File: config.mk
export PLATFORM = sky130hd
export DESIGN_NAME = rtr_route_stage
export DESIGN_NICKNAME = d
export VERILOG_FILES = /design/src/rtr_pkg.sv /design/src/rtr_route_compute.sv /design/src/rtr_route_fifo.sv /design/src/rtr_route_filter.sv /design/src/rtr_route_stage.sv
export VERILOG_INCLUDE_DIRS = /design/src /design/src/src
export SDC_FILE = /design/constraint.sdc
export NUM_CORES = 1
export LEC_CHECK = 0
export BUFFER_PORTS_ARGS = -buffer_cell sky130_fd_sc_hd__buf_2
export CAP_MARGIN = 0
export CORE_MARGIN = 2
export CORE_UTILIZATION = 25
export CTS_BUF_LIST = sky130_fd_sc_hd__clkbuf_2 sky130_fd_sc_hd__clkbuf_4 sky130_fd_sc_hd__clkbuf_8
export CTS_CLUSTER_DIAMETER = 200
export DETAILED_ROUTE_END_ITERATION = 8
export PLACE_DENSITY_LB_ADDON = 0.1
export REMOVE_ABC_BUFFERS = 1
export SLEW_MARGIN = 20
export SYNTH_ARGS = -nofsm -noshare
export SYNTH_HDL_FRONTEND = slang
export SYNTH_HIERARCHICAL = 1
export SYNTH_SLANG_ARGS = --single-unit
File: constraint.sdc
create_clock -name clk -period 5.4 [get_ports clk]
set_input_delay 1.08 -clock clk [delete_from_list [all_inputs] [get_ports clk]]
set_output_delay 1.08 -clock clk [all_outputs]
set_load 0.05 [all_outputs]
File: src/rtr_cfg.svh
// router sizing macros for a 4x4 mesh with one local node, values must agree with rtr_pkg widths
`ifndef RTR_CFG_SVH
`define RTR_CFG_SVH

// ----------------------------------------------------------------------
// mesh geometry
// ----------------------------------------------------------------------

// bits per mesh coordinate, 2 bits gives a 4x4 mesh
`define RTR_COORD_BITS 2

// x-minus, x-plus, y-minus, y-plus and the local port
`define RTR_NUM_PORTS 5

// minus and plus neighbor in each dimension
`define RTR_NUM_NEIGHBORS_PER_DIM 2

// local nodes attached to this router
`define RTR_NUM_NODES 1

// ----------------------------------------------------------------------
// classes and buffering
// ----------------------------------------------------------------------

// class 0 heads for the intermediate node, class 1 for the destination
`define RTR_NUM_RES_CLASSES 2
`define RTR_RES_CLASS_BITS $clog2(`RTR_NUM_RES_CLASSES)

// request and reply
`define RTR_NUM_MSG_CLASSES 2
`define RTR_MSG_CLASS_BITS $clog2(`RTR_NUM_MSG_CLASSES)

// route request buffer entries
`define RTR_FIFO_DEPTH 4

`endif

File: src/rtr_pkg.sv
// shared route types, the port and order encodings follow rtr_cfg.svh and must not be reordered
`default_nettype none

`include "rtr_cfg.svh"

package rtr_pkg;

   // ----------------------------------------------------------------------
   // port indices
   // ----------------------------------------------------------------------

   // network ports first, dimension = index / neighbors per dim
   typedef enum logic [$clog2(`RTR_NUM_PORTS)-1:0] {
      PORT_XM    = 0,
      PORT_XP    = 1,
      PORT_YM    = 2,
      PORT_YP    = 3,
      PORT_LOCAL = 4
   } port_e;

   // ----------------------------------------------------------------------
   // dimension traversal order
   // ----------------------------------------------------------------------

   // by-class sends even message classes x first, odd ones y first
   // reserved behaves like ascending
   typedef enum logic [1:0] {
      DIM_ORDER_ASCENDING  = 2'd0,
      DIM_ORDER_DESCENDING = 2'd1,
      DIM_ORDER_BY_CLASS   = 2'd2,
      DIM_ORDER_RESERVED   = 2'd3
   } dim_order_e;

   // ----------------------------------------------------------------------
   // route request held in the fifo
   // ----------------------------------------------------------------------

   // op and orc are one-hot, bit 0 is the leftmost bit as in port 0
   typedef struct packed {
      logic [0:`RTR_NUM_PORTS-1]       op;
      logic [0:`RTR_NUM_RES_CLASSES-1] orc;
      logic [`RTR_MSG_CLASS_BITS-1:0]  msg_class;
      logic [`RTR_RES_CLASS_BITS-1:0]  res_class;
   } route_req_t;

endpackage

`default_nettype wire

File: src/rtr_route_compute.sv
// phased DOR with line connectivity only, one head flit per cycle, router_x and router_y must fit in RTR_COORD_BITS
`default_nettype none
`timescale 1ns/100ps

`include "rtr_cfg.svh"

module rtr_route_compute #(
   parameter int unsigned router_x = 0,
   parameter int unsigned router_y = 0
) (
   input  logic                           clk,
   input  logic                           arst_n,
   input  logic [1:0]                     mode_dim_order,
   input  logic                           head_valid,
   input  logic [`RTR_COORD_BITS-1:0]     dest_x,
   input  logic [`RTR_COORD_BITS-1:0]     dest_y,
   input  logic [`RTR_COORD_BITS-1:0]     inter_x,
   input  logic [`RTR_COORD_BITS-1:0]     inter_y,
   input  logic [`RTR_MSG_CLASS_BITS-1:0] msg_class,
   input  logic [`RTR_RES_CLASS_BITS-1:0] res_class,
   output logic                           wr_en,
   output rtr_pkg::route_req_t            wr_data
);

   localparam int unsigned port_bits = $clog2(`RTR_NUM_PORTS);

   // own position in the mesh
   localparam logic [`RTR_COORD_BITS-1:0] here_x = `RTR_COORD_BITS'(router_x);
   localparam logic [`RTR_COORD_BITS-1:0] here_y = `RTR_COORD_BITS'(router_y);

   rtr_pkg::dim_order_e              dim_order;
   logic                             at_inter;
   logic [`RTR_RES_CLASS_BITS-1:0]   out_class;
   logic [`RTR_COORD_BITS-1:0]       tgt_x;
   logic [`RTR_COORD_BITS-1:0]       tgt_y;
   logic                             x_done;
   logic                             y_done;
   logic                             x_first;
   logic [port_bits-1:0]             port_sel;
   rtr_pkg::route_req_t              req_next;

   assign dim_order = rtr_pkg::dim_order_e'(mode_dim_order);

   // ----------------------------------------------------------------------
   // phase and target selection
   // ----------------------------------------------------------------------

   // hitting the intermediate node in class 0 starts the second phase
   assign at_inter  = (inter_x == here_x) && (inter_y == here_y);
   assign out_class = ((res_class == '0) && at_inter) ? `RTR_RES_CLASS_BITS'(1) : res_class;

   // class 0 still heads for the intermediate node
   assign tgt_x  = (out_class == '0) ? inter_x : dest_x;
   assign tgt_y  = (out_class == '0) ? inter_y : dest_y;
   assign x_done = (tgt_x == here_x);
   assign y_done = (tgt_y == here_y);

   // ----------------------------------------------------------------------
   // dimension order and port choice
   // ----------------------------------------------------------------------

   always_comb
   begin
      case (dim_order)
         rtr_pkg::DIM_ORDER_DESCENDING: x_first = 1'b0;
         // odd message classes go y first
         rtr_pkg::DIM_ORDER_BY_CLASS:   x_first = ~msg_class[0];
         default:                       x_first = 1'b1;
      endcase
   end

   // first unresolved dimension wins, minus or plus by sign of the offset
   always_comb
   begin
      if (x_done && y_done)
      begin
         port_sel = rtr_pkg::PORT_LOCAL;
      end
      else if (x_first ? !x_done : y_done)
      begin
         port_sel = port_bits'(rtr_pkg::PORT_XM) + port_bits'(tgt_x > here_x);
      end
      else
      begin
         port_sel = port_bits'(rtr_pkg::PORT_YM) + port_bits'(tgt_y > here_y);
      end
   end

   // one-hot port and class request
   always_comb
   begin
      req_next                = '0;
      req_next.op[port_sel]   = 1'b1;
      req_next.orc[out_class] = 1'b1;
      req_next.msg_class      = msg_class;
      req_next.res_class      = res_class;
   end

   // ----------------------------------------------------------------------
   // output register
   // ----------------------------------------------------------------------

   always_ff @(posedge clk or negedge arst_n)
   begin
      if (!arst_n)
      begin
         wr_en <= 1'b0;
      end
      else
      begin
         wr_en <= head_valid;
      end
   end

   // request only loads on a head flit
   always_ff @(posedge clk)
   begin
      if (head_valid)
      begin
         wr_data <= req_next;
      end
   end

endmodule

`default_nettype wire

File: src/rtr_route_fifo.sv
// circular buffer with combinational head, writes to a full buffer are lost unless a read frees a slot in the same cycle
`default_nettype none
`timescale 1ns/100ps

`include "rtr_cfg.svh"

module rtr_route_fifo #(
   parameter type         payload_t = logic,
   parameter int unsigned depth     = `RTR_FIFO_DEPTH
) (
   input  logic     clk,
   input  logic     arst_n,
   input  logic     wr_en,
   input  payload_t wr_data,
   input  logic     rd_en,
   output payload_t rd_data,
   output logic     not_empty,
   output logic     drop
);

   localparam int unsigned ptr_bits = (depth > 1) ? $clog2(depth) : 1;
   localparam int unsigned cnt_bits = $clog2(depth + 1);

   payload_t              mem [depth];
   logic [ptr_bits-1:0]   wr_ptr;
   logic [ptr_bits-1:0]   rd_ptr;
   logic [cnt_bits-1:0]   count;
   logic                  full;
   logic                  do_read;
   logic                  do_write;

   // ----------------------------------------------------------------------
   // status and accept logic
   // ----------------------------------------------------------------------

   assign full      = (count == cnt_bits'(depth));
   assign not_empty = (count != '0);
   assign do_read   = rd_en && not_empty;
   // a pop in the same cycle makes room
   assign do_write  = wr_en && (!full || do_read);
   assign drop      = wr_en && !do_write;

   assign rd_data = mem[rd_ptr];

   // ----------------------------------------------------------------------
   // pointers and occupancy
   // ----------------------------------------------------------------------

   always_ff @(posedge clk or negedge arst_n)
   begin
      if (!arst_n)
      begin
         wr_ptr <= '0;
         rd_ptr <= '0;
         count  <= '0;
      end
      else
      begin
         // wrap by compare so any depth works
         if (do_write)
         begin
            wr_ptr <= (wr_ptr == ptr_bits'(depth - 1)) ? '0 : wr_ptr + 1'b1;
         end
         if (do_read)
         begin
            rd_ptr <= (rd_ptr == ptr_bits'(depth - 1)) ? '0 : rd_ptr + 1'b1;
         end
         if (do_write && !do_read)
         begin
            count <= count + 1'b1;
         end
         else if (do_read && !do_write)
         begin
            count <= count - 1'b1;
         end
      end
   end

   // storage
   always_ff @(posedge clk)
   begin
      if (do_write)
      begin
         mem[wr_ptr] <= wr_data;
      end
   end

endmodule

`default_nettype wire

File: src/rtr_route_filter.sv
// turn and class filter for phased DOR with line connectivity, port_id must be below RTR_NUM_PORTS
`default_nettype none
`timescale 1ns/100ps

`include "rtr_cfg.svh"

module rtr_route_filter #(
   parameter int unsigned port_id = 0
) (
   input  logic                            clk,
   input  logic                            arst_n,
   input  logic [1:0]                      mode_dim_order,
   input  logic                            route_hold,
   input  logic                            not_empty,
   input  rtr_pkg::route_req_t             rd_data,
   output logic                            rd_en,
   output logic                            route_valid,
   output logic [0:`RTR_NUM_PORTS-1]       route_op,
   output logic [0:`RTR_NUM_RES_CLASSES-1] route_orc,
   output logic                            route_error
);

   localparam int unsigned num_net_ports = `RTR_NUM_PORTS - `RTR_NUM_NODES;
   localparam int unsigned nb            = `RTR_NUM_NEIGHBORS_PER_DIM;
   // flits from the local node skip the dimension rule
   localparam logic        net_arrival   = (port_id < num_net_ports);

   rtr_pkg::dim_order_e               dim_order;
   logic                              last_class;
   logic                              asc_active;
   logic                              desc_active;
   logic [0:`RTR_NUM_PORTS-1]         forbid_op;
   logic [0:`RTR_NUM_PORTS-1]         op_masked;
   logic [0:`RTR_NUM_PORTS-1]         error_op;
   logic [0:`RTR_NUM_RES_CLASSES-1]   orc_masked;
   logic                              port_err;

   // pop whenever something waits and the next stage is not holding
   assign rd_en = not_empty && !route_hold;

   assign dim_order  = rtr_pkg::dim_order_e'(mode_dim_order);
   assign last_class = (rd_data.res_class == `RTR_RES_CLASS_BITS'(`RTR_NUM_RES_CLASSES - 1));

   // active order for this message class, reserved acts as ascending
   assign asc_active  = (dim_order == rtr_pkg::DIM_ORDER_ASCENDING) ||
                        (dim_order == rtr_pkg::DIM_ORDER_RESERVED) ||
                        ((dim_order == rtr_pkg::DIM_ORDER_BY_CLASS) && !rd_data.msg_class[0]);
   assign desc_active = (dim_order == rtr_pkg::DIM_ORDER_DESCENDING) ||
                        ((dim_order == rtr_pkg::DIM_ORDER_BY_CLASS) && rd_data.msg_class[0]);

   // ----------------------------------------------------------------------
   // port restrictions
   // ----------------------------------------------------------------------

   // in the last class a flit never u-turns and never re-enters a finished dimension
   // a local arrival never ejects on its own port
   always_comb
   begin
      for (int unsigned op = 0; op < `RTR_NUM_PORTS; op++)
      begin
         if (op < num_net_ports)
         begin
            forbid_op[op] = last_class &&
                            ((op == port_id) ||
                             (net_arrival && asc_active && ((op / nb) < (port_id / nb))) ||
                             (net_arrival && desc_active && ((op / nb) > (port_id / nb))));
         end
         else
         begin
            forbid_op[op] = (op == port_id);
         end
      end
   end

   assign op_masked = rd_data.op & ~forbid_op;
   assign error_op  = rd_data.op & forbid_op;

   // masked request or no port at all
   assign port_err = (|error_op) || !(|rd_data.op);

   // ----------------------------------------------------------------------
   // class restriction
   // ----------------------------------------------------------------------

   // each hop stays in its class or moves up by one
   always_comb
   begin
      for (int unsigned orc = 0; orc < `RTR_NUM_RES_CLASSES; orc++)
      begin
         orc_masked[orc] = rd_data.orc[orc] &&
                           ((orc == rd_data.res_class) || (orc == rd_data.res_class + 1));
      end
   end

   // ----------------------------------------------------------------------
   // output registers
   // ----------------------------------------------------------------------

   always_ff @(posedge clk or negedge arst_n)
   begin
      if (!arst_n)
      begin
         route_valid <= 1'b0;
         route_error <= 1'b0;
      end
      else
      begin
         route_valid <= rd_en;
         route_error <= rd_en && port_err;
      end
   end

   always_ff @(posedge clk)
   begin
      if (rd_en)
      begin
         route_op  <= op_masked;
         route_orc <= orc_masked;
      end
   end

endmodule

`default_nettype wire

File: src/rtr_route_stage.sv
// routing stage of one input port, latency is 3 cycles only when the fifo is empty and route_hold is low
`default_nettype none
`timescale 1ns/100ps

`include "rtr_cfg.svh"

module rtr_route_stage #(
   parameter int unsigned router_x = 0,
   parameter int unsigned router_y = 0,
   parameter int unsigned port_id  = 0
) (
   input  logic                            clk,
   input  logic                            arst_n,
   input  logic [1:0]                      mode_dim_order,
   input  logic                            head_valid,
   input  logic [`RTR_COORD_BITS-1:0]      dest_x,
   input  logic [`RTR_COORD_BITS-1:0]      dest_y,
   input  logic [`RTR_COORD_BITS-1:0]      inter_x,
   input  logic [`RTR_COORD_BITS-1:0]      inter_y,
   input  logic [`RTR_MSG_CLASS_BITS-1:0]  msg_class,
   input  logic [`RTR_RES_CLASS_BITS-1:0]  res_class,
   input  logic                            route_hold,
   output logic                            route_valid,
   output logic [0:`RTR_NUM_PORTS-1]       route_op,
   output logic [0:`RTR_NUM_RES_CLASSES-1] route_orc,
   output logic                            route_error,
   output logic                            fifo_drop
);

   logic                wr_en;
   rtr_pkg::route_req_t wr_data;
   logic                rd_en;
   rtr_pkg::route_req_t rd_data;
   logic                not_empty;

   // ----------------------------------------------------------------------
   // route compute, buffer, filter
   // ----------------------------------------------------------------------

   rtr_route_compute #(
      .router_x (router_x),
      .router_y (router_y)
   ) compute0 (
      .clk            (clk),
      .arst_n         (arst_n),
      .mode_dim_order (mode_dim_order),
      .head_valid     (head_valid),
      .dest_x         (dest_x),
      .dest_y         (dest_y),
      .inter_x        (inter_x),
      .inter_y        (inter_y),
      .msg_class      (msg_class),
      .res_class      (res_class),
      .wr_en          (wr_en),
      .wr_data        (wr_data)
   );

   // drop pulse leaves the stage untouched
   rtr_route_fifo #(
      .payload_t (rtr_pkg::route_req_t),
      .depth     (`RTR_FIFO_DEPTH)
   ) fifo0 (
      .clk       (clk),
      .arst_n    (arst_n),
      .wr_en     (wr_en),
      .wr_data   (wr_data),
      .rd_en     (rd_en),
      .rd_data   (rd_data),
      .not_empty (not_empty),
      .drop      (fifo_drop)
   );

   rtr_route_filter #(
      .port_id (port_id)
   ) filter0 (
      .clk            (clk),
      .arst_n         (arst_n),
      .mode_dim_order (mode_dim_order),
      .route_hold     (route_hold),
      .not_empty      (not_empty),
      .rd_data        (rd_data),
      .rd_en          (rd_en),
      .route_valid    (route_valid),
      .route_op       (route_op),
      .route_orc      (route_orc),
      .route_error    (route_error)
   );

endmodule

`default_nettype wire

==> results of run 1 <==
cell type report:
class                           count  area [sq um]
Fill cell                         964          6760
Tap cell                          133           166
Clock buffer                        9           124
Multi-Input combinational cell     64           669
Timing Repair Buffer               25           125
Sequential cell                    62          1810
Inverter                            5          18.8
Clock inverter                      7          96.3
where the power goes:
| part | switching (mW) | internal [mW] | total, mW | leakage [nW] |
|---|---|---|---|---|
| Combinational | 0.268 | 0.203 | 0.471 | 0.382 |
| Sequential | 0.0909 | 0.659 | 0.750 | 0.606 |
| Clock | 0.183 | 0.260 | 0.444 | 0.103 |
per-layer routing:
layer | up-vias | routed length [um] | share of wire, % | track usage [%]
met1 | 635 | 2110 | 45 | 11.1
li1 | 578 | - | - | -
met5 | - | 0 | 0 | 0
met2 | 33 | 2280 | 48 | 14.8
met3 | 9 | 210 | 4.5 | 3.45
met4 | 0 | 97 | 2.1 | 4.92
cell usage in the layout (no fill, tap or decap), types with 2 or more instances in the layout:
cell type   Yosys  layout
nand2_1         2       2
buf_2           1      25
mux2_2          3       3
and2_2          5       5
nor4_2          2       2
xor2_1          2       2
o21ai_0         2       2
edfxtp_1       52      52
clkinvlp_4      0       2
inv_1           5       5
nor2b_1         3       3
mux2_4          2       2
ha_1            6       6
a21oi_1         2       2
and3_1          2       2
conb_1          1       2
nand3b_1        2       2
nor2_1          5       5
bufinv_16       0       2
dfrtp_1        10      10
clkbuf_8        0       9
or2_2           2       2
mux4_2          9       9
synth_stat cells:
cell type and number:
buf_6 1, nand3b_1 2, xnor2_1 1, nor2b_1 3, buf_2 1, xor2_1 2, nor4b_2 1, mux2_2 3
and3_1 2, conb_1 1, a21oi_1 2, or3_4 1, nand2_1 2, buf_4 1, mux4_2 9, and2_2 5
nor2_1 5, o21a_1 1, nor2b_4 1, fa_1 1, or2_2 2, edfxtp_1 52, a32o_1 1, nor4b_1 1
ha_1 6, mux2_4 2, o21bai_1 1, nor3_1 1, o21ba_2 1, a31o_1 1, nand4b_1 1, dfrtp_1 10
nor4_2 2, inv_1 5, o21ai_0 2
flip-flops by register name, indices dropped and copies added, names as in the netlist:
name	cells
compute0/wr_data	9
compute0/wr_en	1
fifo0/count	3
fifo0/mem	36
fifo0/rd_ptr	2
fifo0/wr_ptr	2
filter0/route_error	1
filter0/route_op	5
filter0/route_orc	2
filter0/route_valid	1
cell families after synthesis:
group,count (synthesis)
compound gates,9
xor+xnor,3
fa+ha+maj,7
buf+inv,8
flops,62
mux,14
other cells,1
simple gates,29
critical path, delay by kind of cell (launching register included):
kind                   cells  cell delay [ns]
and+or+nand+nor            4             1.05
DFF                        1             0.45
buffers and inverters      1             0.25
worst max-delay path by stage:
stage                         startpoint             end  slack (ns)
after floorplan               route_hold  fifo0/count[2]        2.56
after global placement        route_hold  fifo0/count[2]        2.22
after detailed placement      route_hold  fifo0/count[2]        2.11
after CTS                 fifo0/count[0]       fifo_drop        2.19
after global routing      fifo0/count[0]       fifo_drop        2.12
final                     fifo0/count[0]       fifo_drop        2.24
per-stage QoR:
step,utilization [%],instances,hold WS [ns],power [mW]
2_1_floorplan,-,131,0.456,1.10
4_1_cts,30.8,305,0.499,1.70
5_1_grt,30.8,305,0.513,1.76
3_3_place_gp,28.6,289,0.472,1.23
6_report,30.8,305,0.491,1.66
3_5_place_dp,28.6,289,0.486,1.25
==> results.sh, run 1 <==
export IMPL_status="finished clean"
export IMPL_cts_root_buffer="clkbuf_8"
export IMPL_clock_fmax_mhz=316
export IMPL_nets=190
export IMPL_synthToLayoutAreaGrowth_pct=19.5
export IMPL_cts_hold_buf=0
export IMPL_synth_yosys_seq_area_share_pct=71.9
export IMPL_setup_viol=0
export IMPL_slowest_stage="dfrtp_1"
export IMPL_ant_nets=0
export IMPL_synth_area_leaders="edfxtp_1 (62%), dfrtp_1 (9.9%), mux4_2 (8.0%)"
export IMPL_rsz0062_at_grt="false"
export IMPL_drv_cap=0
export IMPL_worst_pin_slew_ns=0.721
export IMPL_r2r_cells=10
export IMPL_hp_start="fifo0/count[2]"
export IMPL_crit_arrival_ns=2.08
export IMPL_synth_adder_area_share_pct=3.77
export IMPL_fin_area_sq_um=3010
export IMPL_dpl_worst_slack_ns=2.11
export IMPL_ys_warnings_count=6
export IMPL_path_clk_slew_ns=0.07
export IMPL_p_leak_nw=1.09
export IMPL_die_area_sq_um=10900
export IMPL_fin_worst_skew_ns=0.0118
export IMPL_grt_total_usage_pct=9.34
export IMPL_clock_latency_ns=0.33
export IMPL_syn_mean_instance_area_sq_um=18.9
export IMPL_final_max_slew_violation_count=0
export IMPL_path_cells="or3_4, nor2b_4, nor4b_2, and2_2, buf_2"
export IMPL_period_share_pct=58.6
export IMPL_hold_end="fifo0/count[2]"
export IMPL_cts_tree="built"
export IMPL_layout_drive_gt1_share_pct=39.0
export IMPL_wl_per_cell_um=15.4
export IMPL_yosysTopAreaCellShare_pct=62.0
export IMPL_ys_ff_latch=62
export IMPL_tns_ns=0
export IMPL_cts_setup_buffers=0
export IMPL_synth_xor_area_share_pct=1.04
export IMPL_min_path_cells=1
export IMPL_synth_simple_area_share_pct=8.34
export IMPL_slowest_delay_ns=0.45
export IMPL_r2r_setup_slack_ns=2.70
export IMPL_reg2reg_from="fifo0/count[0]"
export IMPL_first_iter_violations=47
export IMPL_cts_buffers=9
export IMPL_power_density_nw_per_um2=553
export IMPL_vias=1255
export IMPL_cts_sinks=62
export IMPL_rows=36
export IMPL_synth_top_cell_by_area="edfxtp_1"
export IMPL_grt_overflow=0
export IMPL_portBuffers=25
export IMPL_reg2reg_to="fifo0/count[2]"
export IMPL_grt_pass1_vias=1352
export IMPL_synth_top_family_by_area="multiplexers"
export IMPL_antenna_found_initial=0
export IMPL_worstSetupPathType="flop to output pin"
export IMPL_fp_dieW_um=104
export IMPL_drc=0
export IMPL_required_ns=4.32
export IMPL_grt_pass1_wl_um=7320
export IMPL_dieHeight_um=104
export IMPL_coreArea_sq_um=9770
export IMPL_hold_violations=0
export IMPL_clk_path_buf_depth=2
export IMPL_mappedNetlistArea_sq_um=2520
export IMPL_htreeDepth=3
export IMPL_hp_class="flop to flop"
export IMPL_relSlewSlack_pct=51.9
export IMPL_endpoint_kind="output pin"
export IMPL_layout_min_cycle_time_ns=3.16
export IMPL_synth_compound_area_share_pct=2.53
export IMPL_worst_slack_ns=2.24
export IMPL_start_util_pct=25.8
export IMPL_cp_max_fo=12
export IMPL_hpwlAfterDp_um=3190
export IMPL_ir_drop_uv=134
export IMPL_place_area_sq_um=2790
export IMPL_drt_wl_total_um=4700
export IMPL_startpoint_type="flop"
export IMPL_diodes=0
export IMPL_cts_resized_gates=0
export IMPL_grt_max_degree=13
export IMPL_viasPerCell=4.11
export IMPL_yosysUniqueCellTypes=35
export IMPL_syn_inst=133
export IMPL_gp_congestion=0.668
export IMPL_synthMuxAreaShare_pct=10.6
export IMPL_drt_pass1_iter_count=4
export IMPL_ios=26
Note: power is estimated with default switching activity, not from simulation.
==> run 2, diff against run 1 <==
- clock period: 5.4 -> 2.9 ns (I/O delays scaled with it)
==> run 2 against run 1 <==
Register-to-register slack worse by 2.3 ns. Utilization is 0.59 points lower. First-iteration DRC count is 2.1% higher. Worst hold slack worse by 0.38 ns. Critical endpoint unchanged. Combinational power is 96% higher. Critical path depth stayed put. Final area is 1.9% lower. Total power is 73% higher. Via count is 2.9% higher. Global-route usage is 0.21 points lower. Non-clock buffer count is 2 higher. Sequential power is 83% higher.
==> results.sh, run 2 (same netlist as run 1, synthesis figures left out) <==
export IMPL_status="finished clean"
export IMPL_diodes=0
export IMPL_vias=1292
export IMPL_final_cell_mix="edfxtp_1 (52), buf_2 (25), dfrtp_1 (10)"
export IMPL_netSwitchingFraction_pct=33.5
export IMPL_drc=0
export IMPL_place_area_sq_um=2810
export IMPL_coreArea_sq_um=9770
export IMPL_cp_max_fo=12
export IMPL_hp_class="primary input to asynchronous set/reset pin"
export IMPL_grt_pass1_wl_um=7070
export IMPL_portBuffers=25
export IMPL_drt_pass1_iter_count=4
export IMPL_synthToLayoutAreaGrowth_pct=17.2
export IMPL_grt_overflow=0
export IMPL_reg2reg_from="fifo0/count[0]"
export IMPL_p_leak_nw=1.08
export IMPL_clk_path_buf_depth=2
export IMPL_worst_pin_slew_ns=0.533
export IMPL_nets=192
export IMPL_viasPerCell=4.24
export IMPL_die_area_sq_um=10900
export IMPL_cts_hold_buf=0
export IMPL_clock_fmax_mhz=378
export IMPL_relSlewSlack_pct=64.5
export IMPL_layout_drive_gt1_share_pct=37.8
export IMPL_wl_per_cell_um=15.3
export IMPL_power_density_nw_per_um2=977
export IMPL_worstSetupPathType="flop to output pin"
export IMPL_drv_cap=0
export IMPL_cts_resized_gates=0
export IMPL_endpoint_kind="output pin"
export IMPL_cts_buffers=9
export IMPL_setup_viol=0
export IMPL_reg2reg_to="fifo0/count[1]"
export IMPL_layout_min_cycle_time_ns=2.65
export IMPL_cts_sinks=62
export IMPL_tns_ns=0
export IMPL_cts_setup_buffers=0
export IMPL_gp_congestion=0.693
export IMPL_dieHeight_um=104
export IMPL_placed_cells_incl_taps=291
export IMPL_startpoint_type="flop"
export IMPL_clock_latency_ns=0.33
export IMPL_hold_violations=0
export IMPL_seqPwrFrac_pct=47.4
export IMPL_fin_worst_skew_ns=0.00888
export IMPL_grt_total_usage_pct=9.13
export IMPL_final_max_slew_violation_count=0
export IMPL_r2r_cells=8
export IMPL_first_iter_violations=48
export IMPL_power_frac_clock_pct=20.7
export IMPL_power_switching_mw=0.966
export IMPL_htreeDepth=3
export IMPL_largestRegisters="fifo0/mem (36), compute0/wr_data (9), filter0/route_op (5)"
export IMPL_cts_tree="built"
export IMPL_fin_area_sq_um=2950
export IMPL_fp_dieW_um=104
export IMPL_drt_wl_total_um=4660
export IMPL_ios=26
export IMPL_grt_pass1_vias=1311
export IMPL_ir_drop_uv=177
export IMPL_ant_nets=0
export IMPL_grt_max_degree=13
export IMPL_rsz0062_at_grt="false"
export IMPL_path_clk_slew_ns=0.06
export IMPL_required_ns=2.32
export IMPL_start_util_pct=25.8
export IMPL_r2r_setup_slack_ns=0.43
export IMPL_power_frac_comb_pct=31.9
export IMPL_hpwlAfterDp_um=3220
export IMPL_final_cells=305
export IMPL_crit_arrival_ns=2.07
export IMPL_regMostFlops="fifo0/mem"
export IMPL_fill_cells=979
export IMPL_rows=36
export IMPL_largest_reg_flops=36
export IMPL_final_common_cell="edfxtp_1"
export IMPL_cts_root_buffer="clkbuf_8"
export IMPL_p_int_mw=1.92
export IMPL_period_share_pct=91.3
export IMPL_antenna_found_initial=0
## run 2: cell count changes in the layout (fill, tap and decap cells not counted)
cell,change
bufinv_16,-2
clkinv_1,+2
clkbuf_4,+1
clkinv_4,-1
inv_6,-1
clkinvlp_4,-2
clkinv_2,+1
buf_4,+2
## run 2: worst max-delay path by stage
stage	start	end	cells past startpoint
floorplan	fifo0/count[0]	fifo0/count[1]	8
global placement	fifo0/count[0]	fifo0/count[1]	8
detailed placement	fifo0/count[0]	fifo0/count[1]	8
CTS	fifo0/count[0]	fifo_drop	5
global route	fifo0/count[0]	fifo_drop	5
finish	fifo0/count[0]	fifo_drop	5
## run 2: per-layer routing
layer	part of all wire [%]	vias up	wire length, um	track usage [%]
li1	-	580	-	-
met1	44	651	2040	11.1
met2	48	46	2240	14.0
met3	5.0	15	233	2.57
met4	3.3	0	153	6.37
met5	0	-	0	0
## run 2: layout make-up
| type | count | area, sq um | share of cell area, % |
|---|---|---|---|
| well taps | 133 | 166 | 5.63 |
| inverters | 5 | 18.8 | 0.635 |
| flip-flops and latches | 62 | 1810 | 61.3 |
| repair buffers | 27 | 140 | 4.74 |
| multi-input cells | 64 | 669 | 22.7 |
| clock buffers | 10 | 131 | 4.45 |
| clock inverters | 4 | 16.3 | 0.551 |
## run 2: per-stage QoR
stage	hold slack [ns]	total power, mW	utilization (%)	setup WS (ns)
floorplan	0.284	2.05	-	0.491
global placement	0.453	2.30	28.7	0.512
detailed placement	0.466	2.33	28.7	0.415
CTS	0.100	2.94	30.2	0.216
global route	0.108	3.05	30.2	0.154
finish	0.109	2.88	30.2	0.252
## run 2: worst max-delay path, cell delays in order (launching register included)
cell and delay [ns]:
dfrtp_1 0.45, or3_4 0.42, nor2b_4 0.19, nor4b_2 0.25, and2_2 0.18, buf_2 0.26
## run 2: power groups by stage
stage / clock, mW / combinational (mW) / sequential (mW)
CTS: 0.623 / 0.943 / 1.38
detailed placement: 0 / 0.941 / 1.39
global placement: 0 / 0.919 / 1.38
floorplan: 0 / 0.502 / 1.55
global route: 0.652 / 1.00 / 1.40
finish: 0.597 / 0.921 / 1.37
